--- src/common/core_pkg.sv ---
`default_nettype none

package core_pkg;

  // datapath and address width
  localparam int XLEN = 64;
  localparam int INST_W = 32;
  localparam int REG_ADDR_W = 5;

  // first fetch after reset
  localparam logic [XLEN-1:0] RESET_PC = 64'h0000_0000_8000_0000;

  // major opcodes, inst[6:0]
  localparam logic [6:0] OPC_OP_IMM = 7'b0010011;
  localparam logic [6:0] OPC_LUI = 7'b0110111;
  localparam logic [6:0] OPC_AUIPC = 7'b0010111;
  localparam logic [6:0] OPC_JAL = 7'b1101111;
  localparam logic [6:0] OPC_SYSTEM = 7'b1110011;

  // funct3, inst[14:12]
  localparam logic [2:0] F3_ADDI = 3'b000;

  // one-hot instruction type
  // bit 0 R, 1 I, 2 S, 3 B, 4 U, 5 J
  localparam int INST_TYPE_W = 6;
  localparam logic [INST_TYPE_W-1:0] TYPE_I = 6'b00_0010;
  localparam logic [INST_TYPE_W-1:0] TYPE_U = 6'b01_0000;
  localparam logic [INST_TYPE_W-1:0] TYPE_J = 6'b10_0000;

  // whole ebreak word, funct12 = 1 under SYSTEM
  localparam logic [INST_W-1:0] EBREAK_INST = 32'h0010_0073;

endpackage

`default_nettype wire
--- src/hdl/cpu_core.sv ---
`default_nettype none

module cpu_core (
  input  wire                             clk,
  input  wire                             rst_n,
  input  wire  [core_pkg::INST_W-1:0]     inst,
  output logic [core_pkg::XLEN-1:0]       pc,
  output logic                            retire,
  output logic [core_pkg::REG_ADDR_W-1:0] retire_rd,
  output logic [core_pkg::XLEN-1:0]       retire_data,
  output logic                            illegal,
  output logic                            halted
);

  // decode to register file
  logic                            rs1_en;
  logic [core_pkg::REG_ADDR_W-1:0] rs1_addr;
  logic [core_pkg::XLEN-1:0]       rs1_data;

  // decode to execute
  logic [core_pkg::XLEN-1:0]       op1;
  logic [core_pkg::XLEN-1:0]       op2;
  logic                            rd_w_en;
  logic [core_pkg::REG_ADDR_W-1:0] rd_addr;
  logic                            jump;
  logic [core_pkg::XLEN-1:0]       imm_j;
  logic                            ebreak;

  // execute back to fetch and register file
  logic                            wb_en;
  logic [core_pkg::REG_ADDR_W-1:0] wb_addr;
  logic [core_pkg::XLEN-1:0]       wb_data;
  logic [core_pkg::XLEN-1:0]       jump_target;

  fetch_unit fetch_unit_inst (
    .clk         (clk),
    .rst_n       (rst_n),
    .jump        (jump),
    .ebreak      (ebreak),
    .jump_target (jump_target),
    .pc          (pc),
    .halted      (halted)
  );

  idu idu_inst (
    .inst     (inst),
    .pc       (pc),
    .rs1_data (rs1_data),
    .halted   (halted),
    .rs1_en   (rs1_en),
    .rs1_addr (rs1_addr),
    .op1      (op1),
    .op2      (op2),
    .rd_w_en  (rd_w_en),
    .rd_addr  (rd_addr),
    .jump     (jump),
    .imm_j    (imm_j),
    .ebreak   (ebreak),
    .illegal  (illegal)
  );

  regfile regfile_inst (
    .clk      (clk),
    .rst_n    (rst_n),
    .rs1_en   (rs1_en),
    .rs1_addr (rs1_addr),
    .wb_en    (wb_en),
    .wb_addr  (wb_addr),
    .wb_data  (wb_data),
    .rs1_data (rs1_data)
  );

  exu exu_inst (
    .op1         (op1),
    .op2         (op2),
    .pc          (pc),
    .imm_j       (imm_j),
    .rd_w_en     (rd_w_en),
    .rd_addr     (rd_addr),
    .jump        (jump),
    .wb_en       (wb_en),
    .wb_addr     (wb_addr),
    .wb_data     (wb_data),
    .jump_target (jump_target),
    .retire      (retire),
    .retire_rd   (retire_rd),
    .retire_data (retire_data)
  );

endmodule

`default_nettype wire

--- src/hdl/regfile.sv ---
`default_nettype none

module regfile (
  input  wire                             clk,
  input  wire                             rst_n,
  input  wire                             rs1_en,
  input  wire  [core_pkg::REG_ADDR_W-1:0] rs1_addr,
  input  wire                             wb_en,
  input  wire  [core_pkg::REG_ADDR_W-1:0] wb_addr,
  input  wire  [core_pkg::XLEN-1:0]       wb_data,
  output logic [core_pkg::XLEN-1:0]       rs1_data
);

  localparam int NUM_REGS = 2 ** core_pkg::REG_ADDR_W;

  logic [core_pkg::XLEN-1:0] regs [NUM_REGS];
  logic wr_ok;

  // x0 is hardwired, drop its writes here
  assign wr_ok = wb_en && (wb_addr != '0);

  always_ff @(posedge clk or negedge rst_n) begin
    if (!rst_n) begin
      for (int i = 0; i < NUM_REGS; i++) begin
        regs[i] <= '0;
      end
    end else if (wr_ok) begin
      regs[wb_addr] <= wb_data;
    end
  end

  // combinational read, zero for x0 or an idle port
  always_comb begin
    if (rs1_en && (rs1_addr != '0)) begin
      rs1_data = regs[rs1_addr];
    end else begin
      rs1_data = '0;
    end
  end

endmodule

`default_nettype wire

--- src/hdl/exu.sv ---
`default_nettype none

module exu (
  input  wire  [core_pkg::XLEN-1:0]       op1,
  input  wire  [core_pkg::XLEN-1:0]       op2,
  input  wire  [core_pkg::XLEN-1:0]       pc,
  input  wire  [core_pkg::XLEN-1:0]       imm_j,
  input  wire                             rd_w_en,
  input  wire  [core_pkg::REG_ADDR_W-1:0] rd_addr,
  input  wire                             jump,
  output logic                            wb_en,
  output logic [core_pkg::REG_ADDR_W-1:0] wb_addr,
  output logic [core_pkg::XLEN-1:0]       wb_data,
  output logic [core_pkg::XLEN-1:0]       jump_target,
  output logic                            retire,
  output logic [core_pkg::REG_ADDR_W-1:0] retire_rd,
  output logic [core_pkg::XLEN-1:0]       retire_data
);

  logic [core_pkg::XLEN-1:0] sum;

  // one adder covers addi, lui, auipc and the jal link
  assign sum = op1 + op2;
  assign jump_target = pc + imm_j;

  // write-back and retire share one enable
  assign wb_en = rd_w_en;
  assign wb_addr = rd_addr;
  assign wb_data = sum;

  assign retire = rd_w_en;
  assign retire_rd = rd_addr;
  assign retire_data = sum;

  // jal links and lands on a word boundary
  always_comb begin
    if (jump) begin
      jal_writes_a: assert final (retire)
        else $error("jal did not retire with a link write");
      target_aligned_a: assert final (jump_target[1:0] == 2'b00)
        else $error("jal target misaligned: %h", jump_target);
    end
  end

endmodule

`default_nettype wire

--- src/idu/idu.sv ---
`default_nettype none

module idu (
  input  wire  [core_pkg::INST_W-1:0]     inst,
  input  wire  [core_pkg::XLEN-1:0]       pc,
  input  wire  [core_pkg::XLEN-1:0]       rs1_data,
  input  wire                             halted,
  output logic                            rs1_en,
  output logic [core_pkg::REG_ADDR_W-1:0] rs1_addr,
  output logic [core_pkg::XLEN-1:0]       op1,
  output logic [core_pkg::XLEN-1:0]       op2,
  output logic                            rd_w_en,
  output logic [core_pkg::REG_ADDR_W-1:0] rd_addr,
  output logic                            jump,
  output logic [core_pkg::XLEN-1:0]       imm_j,
  output logic                            ebreak,
  output logic                            illegal
);

  logic [6:0] opcode;
  logic [2:0] funct3;
  logic [core_pkg::REG_ADDR_W-1:0] rd;
  logic [core_pkg::REG_ADDR_W-1:0] rs1;

  logic [core_pkg::XLEN-1:0] imm_i;
  logic [core_pkg::XLEN-1:0] imm_u;

  logic inst_addi;
  logic inst_lui;
  logic inst_auipc;
  logic inst_jal;
  logic inst_ebreak;
  logic known;

  logic [core_pkg::INST_TYPE_W-1:0] inst_type;

  // instruction fields
  assign opcode = inst[6:0];
  assign rd = inst[11:7];
  assign funct3 = inst[14:12];
  assign rs1 = inst[19:15];

  // immediates, all sign extended from inst[31]
  assign imm_i = {{52{inst[31]}}, inst[31:20]};
  assign imm_u = {{32{inst[31]}}, inst[31:12], 12'b0};
  // J offset is scattered over the upper 20 bits
  assign imm_j = {{43{inst[31]}}, inst[31], inst[19:12], inst[20], inst[30:21], 1'b0};

  assign inst_addi = (opcode == core_pkg::OPC_OP_IMM) && (funct3 == core_pkg::F3_ADDI);
  assign inst_lui = (opcode == core_pkg::OPC_LUI);
  assign inst_auipc = (opcode == core_pkg::OPC_AUIPC);
  assign inst_jal = (opcode == core_pkg::OPC_JAL);
  // opcode alone is not enough here, ecall shares SYSTEM
  assign inst_ebreak = (inst == core_pkg::EBREAK_INST);

  assign known = inst_addi | inst_lui | inst_auipc | inst_jal | inst_ebreak;

  // R, S and B never decode in this subset
  assign inst_type = {inst_jal, inst_lui | inst_auipc, 1'b0, 1'b0, inst_addi, 1'b0};

  // operand and register-port selection by type
  always_comb begin
    op1 = '0;
    op2 = '0;
    rs1_en = 1'b0;
    rs1_addr = '0;
    rd_w_en = 1'b0;
    rd_addr = '0;

    case (inst_type)
      core_pkg::TYPE_I: begin
        op1 = rs1_data;
        op2 = imm_i;
        rs1_en = !halted;
        rs1_addr = rs1;
        rd_w_en = !halted;
        rd_addr = rd;
      end
      core_pkg::TYPE_U: begin
        // lui adds to zero, auipc to the pc
        op1 = inst_auipc ? pc : '0;
        op2 = imm_u;
        rd_w_en = !halted;
        rd_addr = rd;
      end
      core_pkg::TYPE_J: begin
        // link value pc + 4
        op1 = pc;
        op2 = {{(core_pkg::XLEN-3){1'b0}}, 3'd4};
        rd_w_en = !halted;
        rd_addr = rd;
      end
      default: begin
        op1 = '0;
        op2 = '0;
      end
    endcase
  end

  assign jump = inst_jal & ~halted;
  assign ebreak = inst_ebreak & ~halted;
  assign illegal = ~known & ~halted;

endmodule

`default_nettype wire

--- src/hdl/fetch_unit.sv ---
`default_nettype none

module fetch_unit (
  input  wire                       clk,
  input  wire                       rst_n,
  input  wire                       jump,
  input  wire                       ebreak,
  input  wire  [core_pkg::XLEN-1:0] jump_target,
  output logic [core_pkg::XLEN-1:0] pc,
  output logic                      halted
);

  logic [core_pkg::XLEN-1:0] pc_seq;
  logic [core_pkg::XLEN-1:0] pc_next;

  assign pc_seq = pc + {{(core_pkg::XLEN-3){1'b0}}, 3'd4};

  // jal redirects, everything else falls through
  assign pc_next = jump ? jump_target : pc_seq;

  always_ff @(posedge clk or negedge rst_n) begin
    if (!rst_n) begin
      pc <= core_pkg::RESET_PC;
      halted <= 1'b0;
    end else begin
      // sticky until reset
      if (ebreak) begin
        halted <= 1'b1;
      end
      // pc stays on the ebreak itself
      if (!halted && !ebreak) begin
        pc <= pc_next;
      end
    end
  end

  // alignment relies on the jump target formed in exu
  pc_aligned_a: assert property (
    @(posedge clk) disable iff (!rst_n)
    pc[1:0] == 2'b00
  ) else $error("pc not word aligned: %h", pc);

  pc_frozen_a: assert property (
    @(posedge clk) disable iff (!rst_n)
    halted |=> $stable(pc)
  ) else $error("pc moved while halted");

endmodule

`default_nettype wire

--- config.mk ---
export PLATFORM = sky130hd
export DESIGN_NAME = cpu_core
export DESIGN_NICKNAME = d
export VERILOG_FILES = /design/src/common/core_pkg.sv /design/src/hdl/cpu_core.sv /design/src/hdl/regfile.sv /design/src/hdl/exu.sv /design/src/idu/idu.sv /design/src/hdl/fetch_unit.sv
export SDC_FILE = /design/constraint.sdc
export NUM_CORES = 2
export LEC_CHECK = 0
export BUFFER_PORTS_ARGS = -buffer_cell sky130_fd_sc_hd__clkbuf_2
export CAP_MARGIN = 30
export CORE_ASPECT_RATIO = 1.25
export CORE_MARGIN = 2
export CORE_UTILIZATION = 30
export DETAILED_ROUTE_END_ITERATION = 16
export PLACE_DENSITY = 0.4
export SYNTH_ARGS = -nofsm -noshare
export SYNTH_HDL_FRONTEND = slang
export SYNTH_HIERARCHICAL = 1
export SYNTH_SLANG_ARGS = --single-unit
--- constraint.sdc ---
create_clock -name clk -period 9.03 [get_ports clk]
set_clock_uncertainty 0.2 [all_clocks]
set_input_delay 0.903 -clock clk [delete_from_list [all_inputs] [get_ports clk]]
set_output_delay 0.903 -clock clk [all_outputs]
set_load 0.02 [all_outputs]
==> qor.yml <==
status: "completed"
drive_above_1_share: 0.456
r2r_slack_ns: 2.44
worst_ep_required_time_ns: 7.93
synthCells: 7770
synth_seq_area_share: 0.501
setup_slack_ns: 0.201
dieWidth_um: 534
core_um2: 350000
fp-row-count: 243
die_area_um2: 356000
io_buffers: 169
rsz0062_at_grt: "yes"
path_depth: 26
critPathSlowestCell: "or4_4"
die_h_um: 667
end_kind: "primary output"
clockBufferDepth: 4
cpLargestDelayFamily: "compound AO/OA/AOI/OAI gates"
synth_edf_count: 0
async_flop_share: 1.00
stdcell_area_um2: 122000
cp_max_fo: 25
totalPowerFinal_mw: 21.3
ioPinCount: 170
synth_nets: 7933
dp_worst_setup_slack_ns: -0.642
synth_ff_type: "dfrtp_1"
dp_hpwl_um: 251000
initial_core_util: 0.301
setup-violations-final: 0
cap_violations: 0
period_share: 0.978
via_per_inst: 5.41
final_cells: 12700
overflow: 0
wl_per_cell_um: 32.1
cpPeakStageDelay_ns: 0.48
clkTransAtPathRegs_ns: 0.06
routed_wirelength_um: 408000
synth_cell_types: 88
crit_type: "primary input to primary output"
cts.sink_count: 2113
first_global_vias: 72600
ys_seq_elements: 2113
min_path_type: "flip-flop to flip-flop"
ys_warn_count: 6
grt_max_degree: 163
drt-initial-drc-count: 4570
r2r_start: "fetch_unit_inst/halted$_DFFE_PN0P_"
cpMostUsedCell: "a21o_1"
ir_worst_vdd_v: 0.000157
htree_levels: 4
place_congestion: 0.887
layout.nets: 8022
grt_pass1_wl_um: 574000
cp.arrival_ns: 7.73
worst_pin_slew_ns: 1.07
period_needed_ns: 8.83
relSlewSlack: 0.289
placed_area_um2: 114000
hold_viol: 0
drc: 0
clk_latency_ns: 0.93
setup-tns-final_ns: 0
cp-endpoint: "retire_data[63]"
cts_tree: "yes"
synthesis.area_um2: 105000
whs_ns: 0.174
root_buffer: "clkbuf_16"
reg2reg_to: "regfile_inst/regs[1852]$_DFFE_PN0P_"
dr.pass1.iters: 5
worst_r2r_path_depth: 23
syn2layout_area_growth_pct: 16.0
synth.avg_cell_area_um2: 13.6
numCtsBuffers: 239
cp-startpoint: "inst[2]"
ant_nets: 0
p_leak_nw: 56.5
drv_slew: 0
power_density_nw_per_um2: 174
antenna_found_initial: 22
dp_cells: 12300
crit_path_start_kind: "primary input"
worst-path-buf-inv: 7
track_usage: 0.224
final_util: 0.349
vias: 68600
fmax_mhz: 113
==> cell type report <==
class                      count  area [µm²]
antenna                        9        22.5
clock buffer                 363        7040
clock inverter                49         607
fill                       34000      228000
inverter                      44         165
multi-input combinational   4682       48900
sequential                  2113       52900
tap                         4655        5820
timing repair buffer         779        6970
==> cell families after synthesis <==
family          synth area share
compound gates            0.0729
xor+xnor                  0.0100
fa+ha+maj                 0.0154
buf+inv                   0.0450
flops                      0.501
mux                        0.320
other cells            0.0000356
simple gates              0.0349
==> routing by layer <==
| metal | vias up | global-route usage | part of all wire |
|---|---|---|---|
| met5 | - | 0 | 0.000017 |
| met3 | 535 | 0.0264 | 0.037 |
| met4 | 2 | 0.0703 | 0.035 |
| li1 | 29000 | - | - |
| met1 | 37600 | 0.294 | 0.43 |
| met2 | 1474 | 0.385 | 0.49 |
==> report_power, final <==
group          internal, mW  switching, mW  leakage [nW]
sequential             9.54          0.332          29.4
clock                  5.63           4.13          3.75
combinational         0.523           1.19          23.3
total                  15.7           5.65          56.5
==> synth_stat cells, drive strengths merged, types with 25 or more instances <==
cell type	count	area (µm²)
nand2	163	612
mux4	384	8650
a21o	84	631
nand3	55	293
xnor2	78	683
mux2	1992	22400
ha	127	1590
inv	44	165
dfrtp	2112	52900
a211oi	81	608
a21oi	188	945
o21ai	138	694
clkbuf	509	1910
xor2	43	377
a22o	164	1440
mux2i	271	2710
a32o	25	250
nand4	57	372
and3	28	175
nor2	134	503
o21bai	30	225
and2	35	219
buf	422	2670
o22ai	73	457
o221ai	64	561
a2111oi	66	578
nor3	115	606
==> worst reg2reg max path, stage by stage (launching register included) <==
cell	delay, ns
dfrtp_1	0.37
buf_4	0.19
nor3_1	0.56
o21ai_4	0.14
buf_12	0.22
buf_12	0.18
nor3_1	0.72
a22o_1	0.27
ha_1	0.23
o21ai_0	0.11
o21bai_1	0.27
buf_4	0.17
o211ai_1	0.12
a21oi_2	0.28
nand3_2	0.20
a31oi_2	0.27
o22ai_2	0.16
o31ai_2	0.28
buf_4	0.26
a211o_1	0.16
nand4b_1	0.23
buf_4	0.27
buf_4	0.24
mux2_2	0.31
==> how the worst min path moves through the flow <==
stage                                             start                             endpoint  cells past startpoint
floorplan           regfile_inst/regs[1987]$_DFFE_PN0P_  regfile_inst/regs[1987]$_DFFE_PN0P_                      1
global placement    regfile_inst/regs[2044]$_DFFE_PN0P_  regfile_inst/regs[2044]$_DFFE_PN0P_                      0
detailed placement  regfile_inst/regs[1998]$_DFFE_PN0P_  regfile_inst/regs[1998]$_DFFE_PN0P_                      0
CTS                 regfile_inst/regs[2042]$_DFFE_PN0P_  regfile_inst/regs[2042]$_DFFE_PN0P_                      0
global route        regfile_inst/regs[2028]$_DFFE_PN0P_  regfile_inst/regs[2028]$_DFFE_PN0P_                      0
finish              regfile_inst/regs[2002]$_DFFE_PN0P_  regfile_inst/regs[2002]$_DFFE_PN0P_                      0
==> timing repair <==
action	in CTS	in global routing
setup buffers	4	6
gates cloned	0	4
hold buffers	1	0
endpoints found under the setup margin	27	20
endpoints found under the hold margin	104	0
pin swaps	3	7
gates resized for setup	35	43
==> cell usage in the layout, fill, tap and decap left out, drive strengths merged, types with 78 or more instances in the layout <==
cell    synthesis  final
a21oi         188    188
nor3          115    115
mux4          384    384
buf           422    605
mux2         1992   1992
dfrtp        2112   2112
a21o           84     84
nand2         163    163
a211oi         81     81
mux2i         271    271
o21ai         138    138
ha            127    127
clkbuf        509    535
xnor2          78     78
nor2          134    134
a22o          164    164
==> sequential cells by signal (all words and copies together) (netlist names) <==
name and count:
fetch_unit_inst/halted 1, fetch_unit_inst/pc 64, regfile_inst/regs 2048
(Power assumes the default switching activity.)
